<file path="config.mk">
export PLATFORM = sky130hd
export DESIGN_NAME = way_select
export DESIGN_NICKNAME = d
export VERILOG_FILES = /design/src/logic/cache_pkg.sv /design/src/logic/way_select.sv
export VERILOG_INCLUDE_DIRS = /design/src /design/src/logic
export SDC_FILE = /design/constraint.sdc
export NUM_CORES = 1
export LEC_CHECK = 0
export BUFFER_PORTS_ARGS = -buffer_cell sky130_fd_sc_hd__buf_4
export CORE_AREA = 3 3 102 104
export CTS_CLUSTER_DIAMETER = 40
export DETAILED_ROUTE_END_ITERATION = 12
export DIE_AREA = 0 0 105 107
export GPL_TIMING_DRIVEN = 0
export PLACE_DENSITY = 0.49
export SETUP_SLACK_MARGIN = 0.3
export SLEW_MARGIN = 25
export SYNTH_ARGS = -nofsm -noshare
export SYNTH_HDL_FRONTEND = slang
export SYNTH_SLANG_ARGS = --single-unit
export TNS_END_PERCENT = 50
</file>
<file path="constraint.sdc">
create_clock -name clk -period 1.85 [get_ports clk]
set_clock_uncertainty 0.05 [all_clocks]
set_input_delay 0.185 -clock clk [delete_from_list [all_inputs] [get_ports clk]]
set_output_delay 0.185 -clock clk [all_outputs]
set_load 0.01 [all_outputs]
</file>
<file path="src/logic/cache_config.svh">
`ifndef CACHE_CONFIG_SVH
`define CACHE_CONFIG_SVH

// byte address width seen on the AXI4-Lite side
`define CACHE_ADDR_WIDTH 32

// number of sets, 6 index bits
`define CACHE_NUM_SETS 64

// associativity
// the way select and allocation logic is written for exactly 2 ways
`define CACHE_NUM_WAYS 2

// one block per line, same width as the AXI data bus
// gives 3 offset bits and 8 strobe bits
`define CACHE_BLOCK_BITS 64

// reset value of the replacement LFSR, must be nonzero
`define CACHE_LFSR_SEED 8'h01

`endif

</file>
<file path="src/logic/cache_pkg.sv">
`include "cache_config.svh"

package cache_pkg;

    // derived field widths
    localparam int set_bits    = $clog2(`CACHE_NUM_SETS);
    localparam int offset_bits = $clog2(`CACHE_BLOCK_BITS / 8);
    localparam int tag_bits    = `CACHE_ADDR_WIDTH - set_bits - offset_bits;
    localparam int strb_bits   = `CACHE_BLOCK_BITS / 8;

    typedef logic [tag_bits-1:0] tag_t;
    typedef logic [set_bits-1:0] set_idx_t;

    // byte address split, msb first
    typedef struct packed {
        tag_t                   tag;
        set_idx_t               set;
        logic [offset_bits-1:0] offset;
    } addr_fields_t;

    // one way of the tag array
    typedef struct packed {
        logic valid;
        tag_t tag;
    } tag_entry_t;

    typedef logic [`CACHE_BLOCK_BITS-1:0] block_t;

    // one bit per way, one-hot or zero
    typedef logic [`CACHE_NUM_WAYS-1:0] way_mask_t;

    // master to slave
    typedef struct packed {
        logic [`CACHE_ADDR_WIDTH-1:0] awaddr;
        logic                         awvalid;
        block_t                       wdata;
        logic [strb_bits-1:0]         wstrb;
        logic                         wvalid;
        logic                         bready;
        logic [`CACHE_ADDR_WIDTH-1:0] araddr;
        logic                         arvalid;
        logic                         rready;
    } axil_req_t;

    // slave to master
    typedef struct packed {
        logic       awready;
        logic       wready;
        logic [1:0] bresp;
        logic       bvalid;
        logic       arready;
        block_t     rdata;
        logic [1:0] rresp;
        logic       rvalid;
    } axil_rsp_t;

    // result of tag compare, from way select to the controller
    typedef struct packed {
        logic      hit;
        block_t    data;
        way_mask_t alloc;
    } lookup_t;

    // AXI response codes
    localparam logic [1:0] resp_okay   = 2'b00;
    localparam logic [1:0] resp_slverr = 2'b10;

endpackage

</file>
<file path="src/logic/way_select.sv">
`timescale 1ns/1ps
`include "cache_config.svh"

module way_select (
    input  logic                                       clk,
    input  logic                                       rst_n,
    input  cache_pkg::tag_t                            req_tag,
    input  cache_pkg::tag_entry_t [`CACHE_NUM_WAYS-1:0] tags,
    input  cache_pkg::block_t [`CACHE_NUM_WAYS-1:0]     blocks,
    input  logic                                       evict_step,
    output cache_pkg::lookup_t                         lookup
);

    // galois taps for x^8+x^6+x^5+x^4+1, right shifting form
    localparam logic [7:0] lfsr_taps = 8'hb8;

    cache_pkg::way_mask_t valid;
    cache_pkg::way_mask_t match;
    cache_pkg::way_mask_t alloc;
    cache_pkg::block_t    sel_data;
    logic                 evict;
    logic [7:0]           lfsr;

    // tag compare, qualified by the valid bit
    always_comb begin
        for (int w = 0; w < `CACHE_NUM_WAYS; w++) begin
            valid[w] = tags[w].valid;
            match[w] = tags[w].valid && (tags[w].tag == req_tag);
        end
    end

    // one-hot data mux, all zero on a miss
    always_comb begin
        sel_data = '0;
        for (int w = 0; w < `CACHE_NUM_WAYS; w++) begin
            if (match[w]) begin
                sel_data = sel_data | blocks[w];
            end
        end
    end

    // allocation mask
    always_comb begin
        if (|match) begin
            // overwrite the matching way
            // both matching cannot happen, way 0 wins just in case
            alloc = match[0] ? 2'b01 : 2'b10;
        end else if (valid == 2'b11) begin
            // set full, lfsr picks the victim
            alloc = lfsr[0] ? 2'b10 : 2'b01;
        end else if (valid[0]) begin
            // fill the empty way 1
            alloc = 2'b10;
        end else begin
            // way 1 only valid, or both empty
            alloc = 2'b01;
        end
    end

    // eviction means a full set and no hit
    assign evict = !(|match) && (&valid);

    // lfsr steps only on a committed write that replaces a line
    always_ff @(posedge clk) begin
        if (!rst_n) begin
            lfsr <= `CACHE_LFSR_SEED;
        end else if (evict_step && evict) begin
            lfsr <= {1'b0, lfsr[7:1]} ^ (lfsr[0] ? lfsr_taps : 8'h00);
        end
    end

    always_comb begin
        lookup.hit   = |match;
        lookup.data  = sel_data;
        lookup.alloc = alloc;
    end

endmodule

</file>
==> summary.txt <==
Logic synthesis
  – Syn_area_per_cell: a little under 9 µm²
  – Leading area contributor after synthesis: a22o_1
  – List of most frequent post-synthesis cells: 64 x a22o_1, 35 x xor2_1, 14 x xnor2_1, 8 x dfxtp_1, 8 x nor4_1
  – Gate Count Post-Synth: around 180
  – Dominant register cell in the synthesized netlist: dfxtp_1
  – Synth Area in XOR/XNOR: 0.274
  – Synth Area in Compound Gates: 0.391
  – Largest family of logic cells by synthesized area: compound AO/OA/AOI/OAI gates
  – Yosys reg bits: 8
  – Synthesized net count: 381
  – Most numerous cell in the Yosys netlist: a22o_1
  – Register area share after synthesis: 0.102
  – Largest cells by area after synthesis: a22o_1 36%, xor2_1 20%, dfxtp_1 10%, xnor2_1 7.8%, nor4_1 3.2%
  – Post-synth top area share: 0.358
  – EDFF count, synth: 0
  – Area share of fa/ha/maj cells after synthesis: 0
  – Yosys cell types: 25
  – Mux share of post-synthesis cell area: 0.0256
  – Mapped cell area: 1560 µm²
  – Synth Area in Simple Gates: 0.130
  – Ys async rst share: 0
  – Ys Warns: 0

Global routing
  – Largest net degree at the start of global routing: 11
  – Initial antenna violation count: 0
  – Total grt overflow: 0
  – Vias in the first global route: 2696
  – First-pass GRT wire length: approximately 15000 µm
  – Gr usage total: 0.165

STA
  – Fmax: 464 MHz
  – Max transition margin: 0.721
  – Worst-Margin Slew: 0.419 ns
  – # setup viols final: 67
  – RSZ-0062 raised after global routing: yes
  – Slew Viols, Final: 0
  – Final Hold Viols: 0
  – Final worst-path cycle share: 1.17
  – Final setup margin: -0.307 ns
  – Fin crit period: 2.16 ns

Power
  – Combinational share of power: 0.566
  – Power density over the cells: 210 nW/µm²
  – Sw power: approximately 230 µW
  – Maximum VDD drop: 0.165 mV
  – Switching share of power: 0.253
  – Leakage power: between 0.002 and 0.0025 µW
  – Flop pwr share: 0.205
  – Int Power: 667 µW
  – Power share of the clock group: 0.229

Setup path
  – Worst path top cell family by delay: simple AND/OR/NAND/NOR gates
  – Worst r2r path cells: 4
  – Critical path depth in cells: 11
  – CP Capture Type: output port
  – Slowest cell on crit path: nor4_4
  – Crit path max fanout: 5
  – CP Cell Sequence: buf_8 > xor2_4 > nor4_4 > nand4_1 > nor3_4 > buf_6 > buf_8 > buf_12 > buf_8 > a22o_1 > buf_6
  – Critical Path RT: 1.62 ns
  – Startpoint Class: input pin
  – Critical path's largest stage delay: 0.32 ns
  – Critical path class: in -> out
  – WP data arrival: 1.92 ns
  – Most common cell on crit path: buf_8
  – Crit path buf inv count: 6

Floorplan
  – CORE AREA: 9640 µm²
  – # IOs: 269
  – Num rows: 36
  – Die height: 107 µm
  – Die width: 105 µm
  – Die area: roughly 11000 µm²
  – Initial core utilization: 0.162

Placement
  – GP Congestion: 0.787
  – Final HPWL DP: 8640 µm
  – Port bufs: 267
  – Placed Cells incl. Taps: roughly 580

Final layout
  – # nets final: 671
  – Layout overhead on the synthesized area: 171%
  – Most flops, register: lfsr
  – Regs by FF count: lfsr: 8 flops
  – Layout cells sized above 1: 0.675
  – Layout Cells excl Fill: 600
  – Final Util: 0.440
  – Max reg flops: 8
  – ANT cells: 0

Detailed routing
  – Drt first pass iters: 4
  – Via count: ~2.6k
  – Wire length per cell: between 15 and 20 µm
  – Vias/cell: between 4 and 5
  – DRC viols: 0
  – ANT nets after route: 0
  – WL final: 10300 µm
  – Iteration-0 DRC count of the detailed router: around 150

CTS
  – Clock Sinks: 8
  – Root Buffer Master: clkbuf_8
  – Clock slew seen by the registers of the worst setup and hold paths: 0.04 ns
  – Post-cts hold buffer count: 0
  – Clk Latency, worst-skew pair: 0.23 ns
  – H-tree levels: 1
  – Max Root-Sink Buffers: 2
  – CTS tree: done
  – CTS Buf Count: 3

Run status
  – Status: finished, violations left
  – Failing checks: setup timing

Worst hold path
  – Min-Delay Path Class: in -> reg
  – Hold path depth: 2

Job
  – Max Cap Viol: 0
[per-layer routing]
metal | track usage | vias up | wire, µm
met5 | 0 | - | 0
met4 | 0.0141 | 0 | 74
met3 | 0.0500 | 8 | 874
met2 | 0.333 | 142 | 5850
met1 | 0.172 | 1212 | 3530
li1 | - | 1281 | -
[metrics by stage]
| step | area [µm²] | power, µW | hold WS [ns] | setup slack (ns) | setup TNS (ns) |
|---|---|---|---|---|---|
| CTS | 4170 | 893 | 0.307 | -0.373 | -20.21 |
| detailed placement | 3740 | 665 | 0.403 | -0.617 | -40.46 |
| global route | 4240 | 950 | 0.323 | -0.432 | -23.98 |
| global placement | 3740 | 657 | 0.400 | -0.555 | -34.73 |
| floorplan | 1570 | 291 | 0.385 | 0.146 | 0 |
| finish | 4240 | 892 | 0.280 | -0.307 | -15.33 |
[cells in the final DEF, fill, tap and decap left out, types with 2 or more instances in the layout]
cell type  count
xor2_1        33
a22o_1        63
dfxtp_1        8
buf_4        245
clkbuf_8       3
nand2_1        6
nand4_1        6
buf_2          2
nor4_2         3
buf_12         2
buf_6         44
buf_8          6
nor4_1         4
mux2i_1        4
o211a_1        3
xnor2_1       14
or4_1          3
nor3_4         3
[power groups by stage]
stage                     sequential (µW)  clock (µW)  combinational, µW
after CTS                             182         211                500
final                                 183         205                505
after global placement                185           0                472
after global routing                  183         221                546
after floorplan                       185           0                106
after detailed placement              185           0                480
[logic make-up after synthesis]
logic type | count (synthesis)
mux | 4
flops | 8
compound gates | 70
buf+inv | 17
xor+xnor | 49
simple gates | 31
[final cells by class]
class,instances,area [µm²]
Fill cell,1000,5400
Multi-Input combinational cell,154,1360
Sequential cell,8,160
Tap cell,133,166
Inverter,1,3.75
Clock buffer,3,41.3
Buffer,16,156
Timing Repair Buffer,285,2350
[path summary, 6_finish.rpt]
kind,startpoint,end,slack (ns)
setup reg to reg,lfsr[0]$_SDFFE_PN1P_,lfsr[3]$_SDFFE_PN0P_,0.54
hold reg to reg,lfsr[1]$_SDFFE_PN0P_,lfsr[1]$_SDFFE_PN0P_,0.41
hold / removal,rst_n,lfsr[0]$_SDFFE_PN1P_,0.28
setup / recovery,req_tag[22],lookup[48],-0.31
[timing repair]
item,4_1_cts,5_1_grt
gates resized for setup,58,14
endpoints found under the setup margin,75,75
pin swaps,36,18
endpoints found under the hold margin,0,0
buffers inserted,12,1
gates cloned,5,0
(Power assumes the default switching activity.)
