--- src/logic/cache_config.svh ---
`ifndef CACHE_CONFIG_SVH
`define CACHE_CONFIG_SVH

// byte address width seen on the AXI4-Lite side
`define CACHE_ADDR_WIDTH 32

// number of sets, 6 index bits
`define CACHE_NUM_SETS 64

// associativity
// the way select and allocation logic is written for exactly 2 ways
`define CACHE_NUM_WAYS 2

// one block per line, same width as the AXI data bus
// gives 3 offset bits and 8 strobe bits
`define CACHE_BLOCK_BITS 64

// reset value of the replacement LFSR, must be nonzero
`define CACHE_LFSR_SEED 8'h01

`endif

--- src/logic/cache_pkg.sv ---
`include "cache_config.svh"

package cache_pkg;

    // derived field widths
    localparam int set_bits    = $clog2(`CACHE_NUM_SETS);
    localparam int offset_bits = $clog2(`CACHE_BLOCK_BITS / 8);
    localparam int tag_bits    = `CACHE_ADDR_WIDTH - set_bits - offset_bits;
    localparam int strb_bits   = `CACHE_BLOCK_BITS / 8;

    typedef logic [tag_bits-1:0] tag_t;
    typedef logic [set_bits-1:0] set_idx_t;

    // byte address split, msb first
    typedef struct packed {
        tag_t                   tag;
        set_idx_t               set;
        logic [offset_bits-1:0] offset;
    } addr_fields_t;

    // one way of the tag array
    typedef struct packed {
        logic valid;
        tag_t tag;
    } tag_entry_t;

    typedef logic [`CACHE_BLOCK_BITS-1:0] block_t;

    // one bit per way, one-hot or zero
    typedef logic [`CACHE_NUM_WAYS-1:0] way_mask_t;

    // master to slave
    typedef struct packed {
        logic [`CACHE_ADDR_WIDTH-1:0] awaddr;
        logic                         awvalid;
        block_t                       wdata;
        logic [strb_bits-1:0]         wstrb;
        logic                         wvalid;
        logic                         bready;
        logic [`CACHE_ADDR_WIDTH-1:0] araddr;
        logic                         arvalid;
        logic                         rready;
    } axil_req_t;

    // slave to master
    typedef struct packed {
        logic       awready;
        logic       wready;
        logic [1:0] bresp;
        logic       bvalid;
        logic       arready;
        block_t     rdata;
        logic [1:0] rresp;
        logic       rvalid;
    } axil_rsp_t;

    // result of tag compare, from way select to the controller
    typedef struct packed {
        logic      hit;
        block_t    data;
        way_mask_t alloc;
    } lookup_t;

    // AXI response codes
    localparam logic [1:0] resp_okay   = 2'b00;
    localparam logic [1:0] resp_slverr = 2'b10;

endpackage

--- src/logic/cache_ctrl.sv ---
`timescale 1ns/1ps
`include "cache_config.svh"

module cache_ctrl (
    input  logic                                   clk,
    input  logic                                   rst_n,
    input  cache_pkg::axil_req_t                   req,
    output cache_pkg::axil_rsp_t                   rsp,
    input  cache_pkg::lookup_t                     lookup,
    input  cache_pkg::block_t [`CACHE_NUM_WAYS-1:0] old_blocks,
    output logic                                   arr_en,
    output logic                                   arr_we,
    output cache_pkg::set_idx_t                    arr_addr,
    output cache_pkg::way_mask_t                   arr_wmask,
    output cache_pkg::tag_entry_t                  tag_wdata,
    output cache_pkg::block_t                      data_wdata,
    output cache_pkg::tag_t                        req_tag,
    output logic                                   evict_step
);

    typedef enum logic [2:0] {
        ST_IDLE,
        ST_RD_LOOKUP,
        ST_RD_RESP,
        ST_WR_LOOKUP,
        ST_WR_RESP
    } state_t;

    state_t state;
    state_t state_nxt;

    cache_pkg::addr_fields_t             ar_fields;
    cache_pkg::addr_fields_t             aw_fields;
    logic                                rd_accept;
    logic                                wr_accept;

    // held request and write payload
    cache_pkg::addr_fields_t             addr_q;
    cache_pkg::block_t                   wdata_q;
    logic [cache_pkg::strb_bits-1:0]     wstrb_q;

    // registered read response
    cache_pkg::block_t                   rdata_q;
    logic [1:0]                          rresp_q;

    // old block of the allocated way, for the merge
    cache_pkg::block_t                   old_block;

    assign ar_fields = req.araddr;
    assign aw_fields = req.awaddr;

    // reads win, a write needs aw and w together
    assign rd_accept = (state == ST_IDLE) && req.arvalid;
    assign wr_accept = (state == ST_IDLE) && !req.arvalid && req.awvalid && req.wvalid;

    // state register
    always_ff @(posedge clk) begin
        if (!rst_n) begin
            state <= ST_IDLE;
        end else begin
            state <= state_nxt;
        end
    end

    always_comb begin
        state_nxt = state;
        case (state)
            ST_IDLE: begin
                if (rd_accept) begin
                    state_nxt = ST_RD_LOOKUP;
                end else if (wr_accept) begin
                    state_nxt = ST_WR_LOOKUP;
                end
            end
            ST_RD_LOOKUP: state_nxt = ST_RD_RESP;
            ST_RD_RESP: begin
                if (req.rready) begin
                    state_nxt = ST_IDLE;
                end
            end
            // array write happens in this cycle
            ST_WR_LOOKUP: state_nxt = ST_WR_RESP;
            ST_WR_RESP: begin
                if (req.bready) begin
                    state_nxt = ST_IDLE;
                end
            end
            default: state_nxt = ST_IDLE;
        endcase
    end

    // capture the accepted request
    always_ff @(posedge clk) begin
        if (rd_accept) begin
            addr_q <= ar_fields;
        end else if (wr_accept) begin
            addr_q  <= aw_fields;
            wdata_q <= req.wdata;
            wstrb_q <= req.wstrb;
        end
    end

    // read lookup result, data forced to zero on a miss
    always_ff @(posedge clk) begin
        if (state == ST_RD_LOOKUP) begin
            rdata_q <= lookup.hit ? lookup.data : '0;
            rresp_q <= lookup.hit ? cache_pkg::resp_okay : cache_pkg::resp_slverr;
        end
    end

    // pick the old block of the way about to be written
    always_comb begin
        old_block = '0;
        for (int w = 0; w < `CACHE_NUM_WAYS; w++) begin
            if (lookup.alloc[w]) begin
                old_block = old_block | old_blocks[w];
            end
        end
    end

    // byte merge, strobed lanes from wdata and the rest kept
    always_comb begin
        for (int b = 0; b < cache_pkg::strb_bits; b++) begin
            data_wdata[8*b +: 8] = wstrb_q[b] ? wdata_q[8*b +: 8] : old_block[8*b +: 8];
        end
    end

    // new line is always valid with the held tag
    always_comb begin
        tag_wdata.valid = 1'b1;
        tag_wdata.tag   = addr_q.tag;
    end

    assign req_tag = addr_q.tag;

    // array port
    // read in the accept cycle, write in the write lookup cycle
    assign arr_en     = rd_accept || wr_accept || (state == ST_WR_LOOKUP);
    assign arr_we     = (state == ST_WR_LOOKUP);
    assign arr_wmask  = arr_we ? lookup.alloc : '0;
    assign arr_addr   = (state != ST_IDLE) ? addr_q.set :
                        (req.arvalid ? ar_fields.set : aw_fields.set);
    assign evict_step = (state == ST_WR_LOOKUP);

    // AXI4-Lite response side
    always_comb begin
        rsp         = '0;
        rsp.arready = (state == ST_IDLE);
        rsp.awready = wr_accept;
        rsp.wready  = wr_accept;
        rsp.rvalid  = (state == ST_RD_RESP);
        rsp.rdata   = rdata_q;
        rsp.rresp   = rresp_q;
        rsp.bvalid  = (state == ST_WR_RESP);
        rsp.bresp   = cache_pkg::resp_okay;
    end

endmodule

--- config.mk ---
export PLATFORM = sky130hd
export DESIGN_NAME = cache_ctrl
export DESIGN_NICKNAME = d
export VERILOG_FILES = /design/src/logic/cache_pkg.sv /design/src/logic/cache_ctrl.sv
export VERILOG_INCLUDE_DIRS = /design/src /design/src/logic
export SDC_FILE = /design/constraint.sdc
export NUM_CORES = 1
export LEC_CHECK = 0
export BUFFER_PORTS_ARGS = -buffer_cell sky130_fd_sc_hd__buf_2
export CORE_AREA = 10 10 198 200
export CTS_CLUSTER_DIAMETER = 80
export CTS_CLUSTER_SIZE = 28
export DETAILED_ROUTE_END_ITERATION = 10
export DIE_AREA = 0 0 208 210
export PLACE_DENSITY = 0.44
export SYNTH_ARGS = -nofsm -noshare
export SYNTH_HDL_FRONTEND = slang
export SYNTH_SLANG_ARGS = --single-unit
--- constraint.sdc ---
create_clock -name clk -period 9.6 [get_ports clk]
set_input_delay 0.96 -clock clk [delete_from_list [all_inputs] [get_ports clk]]
set_output_delay 0.96 -clock clk [all_outputs]
set_load 0.005 [all_outputs]
==> flow_metrics.env, run 1 <==
export IMPL_antenna_found_initial=14
export IMPL_drv_cap=0
export IMPL_grt_max_degree=73
export IMPL_rsz0062_at_grt="false"
export IMPL_gp_congestion=0.839
export IMPL_setup_violations_final=0
export IMPL_clock_sinks=169
export IMPL_io_pins=533
export IMPL_dr_pass1_iters=5
export IMPL_drc_errors=0
export IMPL_maxSlewViolCount=0
export IMPL_ys_ff_latch=169
export IMPL_p_leak_uw=0.00480
export IMPL_final_nets=1383
export IMPL_die_x_um=208
export IMPL_min_from="state[2]"
export IMPL_portBuffers=522
export IMPL_filler_cell_count=3726
export IMPL_dp_cells=1487
export IMPL_cts_resized=0
export IMPL_ir_drop_uv=109
export IMPL_tightest_slew_ns=1.22
export IMPL_row_count=69
export IMPL_synth_cell_area_mm2=0.00768
export IMPL_cts_buffers=17
export IMPL_setup_tns_ns=0
export IMPL_maxSlewHeadroom_pct=18.6
export IMPL_final_antenna_net_count=0
export IMPL_required_ns=8.64
export IMPL_layout_drive_gt1_share_pct=55.4
export IMPL_async_flop_share_pct=0
export IMPL_synth_ff_type="edfxtp_1"
export IMPL_htreeDepth=4
export IMPL_tritoncts="done"
export IMPL_worstReg2RegStart="state[2]"
export IMPL_fin_crit_sh_pct=37.3
export IMPL_drt_iter0_markers=423
export IMPL_crit_arrival_ns=2.62
export IMPL_r2r_slack_ns=6.84
export IMPL_top_usage_layer="met2"
export IMPL_outcome="completed"
export IMPL_grt_pass1_vias=6770
export IMPL_hold_buffers=0
export IMPL_mostFrequentLayoutCell="buf_2"
export IMPL_die_h_um=210
export IMPL_area_growth_pct=42.1
export IMPL_dp_hpwl_um=24900
export IMPL_gr_usage_met1_pct=14.7
export IMPL_yosysWarnings=0
export IMPL_path_max_fanout=65
export IMPL_clock_latency_ns=0.44
export IMPL_core_area_mm2=0.0352
export IMPL_netlist_instances=585
export IMPL_endpoint_kind="output pin"
export IMPL_power_density_mw_per_mm2=165
export IMPL_seq_area_frac_synth_pct=65.7
export IMPL_fin_worst_skew_ns=0.00883
export IMPL_cts_path_max_buffers=2
export IMPL_cts_root_buf="clkbuf_16"
export IMPL_layout_common_cells="buf_2, edfxtp_1, and2_1"
export IMPL_grt_overflow_total=0
export IMPL_finalPower_uw=1800
export IMPL_fin_crit_ns=3.58
export IMPL_wl_um=30800
export IMPL_hold_depth=1
export IMPL_met2_usage_pct=23.0
export IMPL_hold_viol_final=0
export IMPL_critical_path_class="in2out"
export IMPL_hp_class="reg2reg"
export IMPL_postCtsSetupRepairBufs=0
export IMPL_grt_pass1_wl_um=44900
export IMPL_critPathLaunchType="input port"
export IMPL_grtUsageTotal_pct=13.6
export IMPL_r2r_end="wdata_q[38]"
export IMPL_wl_per_cell_um=20.3
export IMPL_r2r_cells=3
export IMPL_max_freq_ghz=0.279
export IMPL_syn_area_per_cell_um2=13.1
export IMPL_die_area_mm2=0.0437
export IMPL_synth_edf_count=166
export IMPL_fin_cells=1521
export IMPL_met3_usage_pct=7.23
export IMPL_path_clk_slew_ns=0.07
export IMPL_yosysUniqueCellTypes=27
export IMPL_hold_path_end="state[1]"
export IMPL_vias=6290
export IMPL_floorplan_initialDensity_pct=21.8
export IMPL_via_per_inst=4.14
==> final cells by class <==
cell class | count | area (µm²) | share of cell area [%]
Inverter | 3 | 11.3 | 0.103
Clock buffer | 19 | 433 | 3.97
Sequential cell | 169 | 5040 | 46.2
Tap cell | 461 | 577 | 5.28
Clock inverter | 12 | 101 | 0.928
Multi-Input combinational cell | 328 | 2100 | 19.2
Antenna cell | 3 | 7.51 | 0.0688
Timing Repair Buffer | 526 | 2640 | 24.2
==> stage by stage <==
step | hold slack [ns] | instance area [µm²] | worst slack [ns] | utilization (%)
after floorplan | 0.525 | 7690 | 3.83 | -
after global placement | 0.639 | 10400 | 5.91 | 29.5
after detailed placement | 0.651 | 10400 | 5.94 | 29.5
after CTS | 0.651 | 10900 | 5.90 | 31.0
after global routing | 0.656 | 10900 | 5.69 | 31.0
final | 0.655 | 10900 | 6.02 | 31.0
==> synthesized netlist by cell type (5+ instances only) <==
cell      count  area share [%]
edfxtp_1    166              65
and2_1       67             5.5
a22oi_1      64             6.3
nand2_1      64             3.1
o21ai_0      64             4.2
buf_4        53             5.2
mux2_2       19             2.8
clkbuf_1     17            0.83
buf_1        10            0.49
mux2_4       10             2.0
a21oi_1       8            0.52
nor2_1        8            0.39
mux2i_1       7            0.91
buf_2         5            0.33
==> registers in the layout, summed over array words and instances, names as in the netlist <==
name     cells
req_tag     23
state        3
rresp_q      1
wdata_q     64
wstrb_q      8
rdata_q     64
addr_q       6
==> how the worst max path moves through the flow <==
| stage | endpoint | cells after the start | from | slack [ns] |
|---|---|---|---|---|
| after floorplan | rdata_q[0] | 1 | state[0] | 3.83 |
| after detailed placement | data_wdata[45] | 4 | lookup[0] | 5.94 |
| after global routing | data_wdata[45] | 4 | lookup[0] | 5.69 |
| after global placement | data_wdata[45] | 4 | lookup[0] | 5.91 |
| final | data_wdata[55] | 4 | lookup[0] | 6.02 |
| after CTS | arr_en | 5 | state[2] | 5.90 |
==> critical path, stage by stage <==
cell and delay (ns):
buf_2 0.88, a22oi_1 0.37, o21ai_0 0.23, buf_2 0.14
==> metal layers <==
| layer | share of wire [%] | vias to the layer above | routed length [µm] |
|---|---|---|---|
| met5 | 0.30 | - | 91 |
| met4 | 1.3 | 14 | 394 |
| met3 | 12 | 42 | 3570 |
| met2 | 50 | 350 | 15300 |
| met1 | 37 | 2866 | 11500 |
| li1 | - | 3018 | - |
==> power by group <==
part	leakage, µW	internal, µW	switching (µW)	total, µW
Sequential	0.00157	869	19.3	888
Clock	0.000256	354	295	649
Combinational	0.00297	134	132	267
Total	0.00480	1360	447	1800
==> kinds of logic after synthesis <==
logic type	share of synthesized area [%]
DFF	65.7
and+or+nand+nor	10.1
muxes	5.65
AOI/OAI and AO/OA	11.2
buffers and inverters	7.26
other	0.0978
Note: power is estimated with default switching activity, not from simulation.
==> run 2: changes to the inputs <==
ABC_AREA = 1   (was not set)
CORE_AREA = 10 10 199 201   (was 10 10 198 200)
DIE_AREA = 0 0 209 211   (was 0 0 208 210)
clock period = 3.4 ns   (was 9.6 ns; I/O delays follow)
==> flow_metrics.env, run 2 <==
export IMPL_cts_root_buf="clkbuf_16"
export IMPL_maxSlewHeadroom_pct=40.1
export IMPL_die_x_um=209
export IMPL_grt_pass1_vias=7390
export IMPL_fin_crit_ns=2.66
export IMPL_top_usage_layer="met2"
export IMPL_outcome="completed"
export IMPL_required_ns=3.06
export IMPL_portBuffers=522
export IMPL_drv_cap=0
export IMPL_io_pins=533
export IMPL_cts_path_max_buffers=2
export IMPL_gp_congestion=0.827
export IMPL_syn_area_per_cell_um2=9.84
export IMPL_final_antenna_net_count=0
export IMPL_power_density_mw_per_mm2=505
export IMPL_hold_depth=1
export IMPL_ir_drop_uv=300
export IMPL_area_growth_pct=44.2
export IMPL_vias=7021
export IMPL_wl_um=33300
export IMPL_setup_tns_ns=0
export IMPL_floorplan_initialDensity_pct=22.1
export IMPL_maxSlewViolCount=0
export IMPL_mostFrequentLayoutCell="buf_2"
export IMPL_layout_common_cells="buf_2, nand2_1, edfxtp_1"
export IMPL_finalPower_uw=5690
export IMPL_drc_errors=0
export IMPL_hold_viol_final=0
export IMPL_seq_area_frac_synth_pct=64.5
export IMPL_crit_buf_inv=2
export IMPL_fin_worst_skew_ns=0.0120
export IMPL_max_freq_ghz=0.376
export IMPL_min_from="req[86]"
export IMPL_critPathTopFamily="simple AND/OR/NAND/NOR gates"
export IMPL_tritoncts="done"
export IMPL_rsz0062_at_grt="false"
export IMPL_gr_usage_met1_pct=15.6
export IMPL_drt_iter0_markers=469
export IMPL_met3_usage_pct=6.86
export IMPL_synth_area_leaders="edfxtp_1, nand2_1, a21oi_1"
export IMPL_synth_edf_count=166
export IMPL_hold_path_end="wdata_q[42]"
export IMPL_path_max_fanout=27
export IMPL_path_clk_slew_ns=0.07
export IMPL_hold_buffers=0
export IMPL_synth_most_common_cell="nand2_1"
export IMPL_grt_overflow_total=0
export IMPL_core_area_mm2=0.0354
export IMPL_grtUsageTotal_pct=14.6
export IMPL_ys_ff_latch=169
export IMPL_clock_latency_ns=0.45
export IMPL_critical_path_class="reg2out"
export IMPL_critPathLaunchType="flop"
export IMPL_setup_violations_final=0
export IMPL_htreeDepth=4
export IMPL_crit_arrival_ns=2.32
export IMPL_crit_path_cell_trace="nor2_2 > nand2_1 > nor2_2 > buf_4 > nand2_1 > nand3_1 > buf_2"
export IMPL_grt_max_degree=73
export IMPL_layout_drive_gt1_share_pct=44.9
export IMPL_slowest_stage="dfxtp_1"
export IMPL_async_flop_share_pct=0
export IMPL_r2r_cells=6
export IMPL_wl_per_cell_um=19.2
export IMPL_yosysUniqueCellTypes=20
export IMPL_tightest_slew_ns=0.898
export IMPL_grt_pass1_wl_um=48100
export IMPL_row_count=69
export IMPL_via_per_inst=4.04
export IMPL_postCtsSetupRepairBufs=0
export IMPL_synth_common_cells="nand2_1, edfxtp_1, a21oi_1"
export IMPL_netlist_instances=795
export IMPL_final_nets=1595
export IMPL_dp_hpwl_um=27600
export IMPL_synth_cell_area_mm2=0.00782
export IMPL_synth_ff_type="edfxtp_1"
export IMPL_r2r_slack_ns=1.28
export IMPL_dr_pass1_iters=4
export IMPL_cts_buffers=17
export IMPL_antenna_found_initial=16
export IMPL_yosysWarnings=0
export IMPL_cts_resized=0
export IMPL_endpoint_kind="output pin"
export IMPL_p_leak_uw=0.00559
export IMPL_yosysTopAreaCell="edfxtp_1"
export IMPL_hp_class="in2reg"
export IMPL_die_area_mm2=0.0441
export IMPL_yosysTopAreaCellShare_pct=63.7
export IMPL_met2_usage_pct=24.6
export IMPL_worstReg2RegStart="state[1]"
export IMPL_r2r_end="req_tag[5]"
export IMPL_die_h_um=211
export IMPL_fin_crit_sh_pct=78.1
export IMPL_cpPeakStageDelay_ns=0.39
export IMPL_clock_sinks=169
==> run 2: routing by layer <==
| metal | part of all wire [%] | vias up |
|---|---|---|
| met5 | 0.14 | - |
| met4 | 2.1 | 6 |
| li1 | - | 3469 |
| met3 | 11 | 45 |
| met2 | 50 | 359 |
| met1 | 37 | 3142 |
==> run 2: metrics by stage <==
stage	setup WS [ns]	instances	util (%)	hold slack [ns]	area (µm²)
2_1_floorplan	0.475	797	-	0.439	7850
3_3_place_gp	1.18	1699	29.8	0.518	10600
3_5_place_dp	1.16	1699	29.8	0.518	10600
4_1_cts	0.658	1731	31.8	0.0305	11300
5_1_grt	0.488	1735	31.8	0.0348	11300
6_report	0.744	1736	31.9	0.0696	11300
==> run 2: worst max-delay path by stage <==
stage / startpoint / to / slack, ns / cells after the start
final: state[1] / arr_addr[2] / 0.74 / 7
after floorplan: state[1] / wdata_q[0] / 0.47 / 4
after CTS: state[1] / arr_addr[2] / 0.66 / 7
after global placement: state[1] / arr_addr[2] / 1.18 / 7
after detailed placement: state[1] / arr_addr[2] / 1.16 / 7
after global routing: state[1] / arr_addr[4] / 0.49 / 7
==> run 2: final cells by class <==
cell class / count / area [µm²]
diodes: 5 / 12.5
multi-input cells: 455 / 1930
repair buffers: 530 / 2690
fillers: 3816 / 24100
clock buffers: 17 / 425
well taps: 461 / 577
flip-flops and latches: 169 / 5040
clock inverters: 15 / 283
inverters: 84 / 315
==> run 2: cell families (layout without fill, tap and decap cells) <==
family | count (synthesis) | after routing | share of synthesized area [%]
simple gates | 321 | 321 | 15.9
buf+inv | 173 | 646 | 11.2
flops | 169 | 169 | 64.5
compound gates | 130 | 130 | 8.35
other cells | 2 | 9 | 0.0960
==> run 2: power breakdown <==
group	total, µW	switching [µW]	leakage, µW	internal, µW
Clock	2360	888	0.000345	1470
Combinational	810	455	0.00368	355
Sequential	2520	54.7	0.00157	2460
Total	5690	1400	0.00559	4290
==> run 2: worst reg2reg max path: cells and delay by family (launching register included) <==
kind	cells	cell delay, ns
flops	1	0.39
simple gates	4	0.91
buf+inv	2	0.47
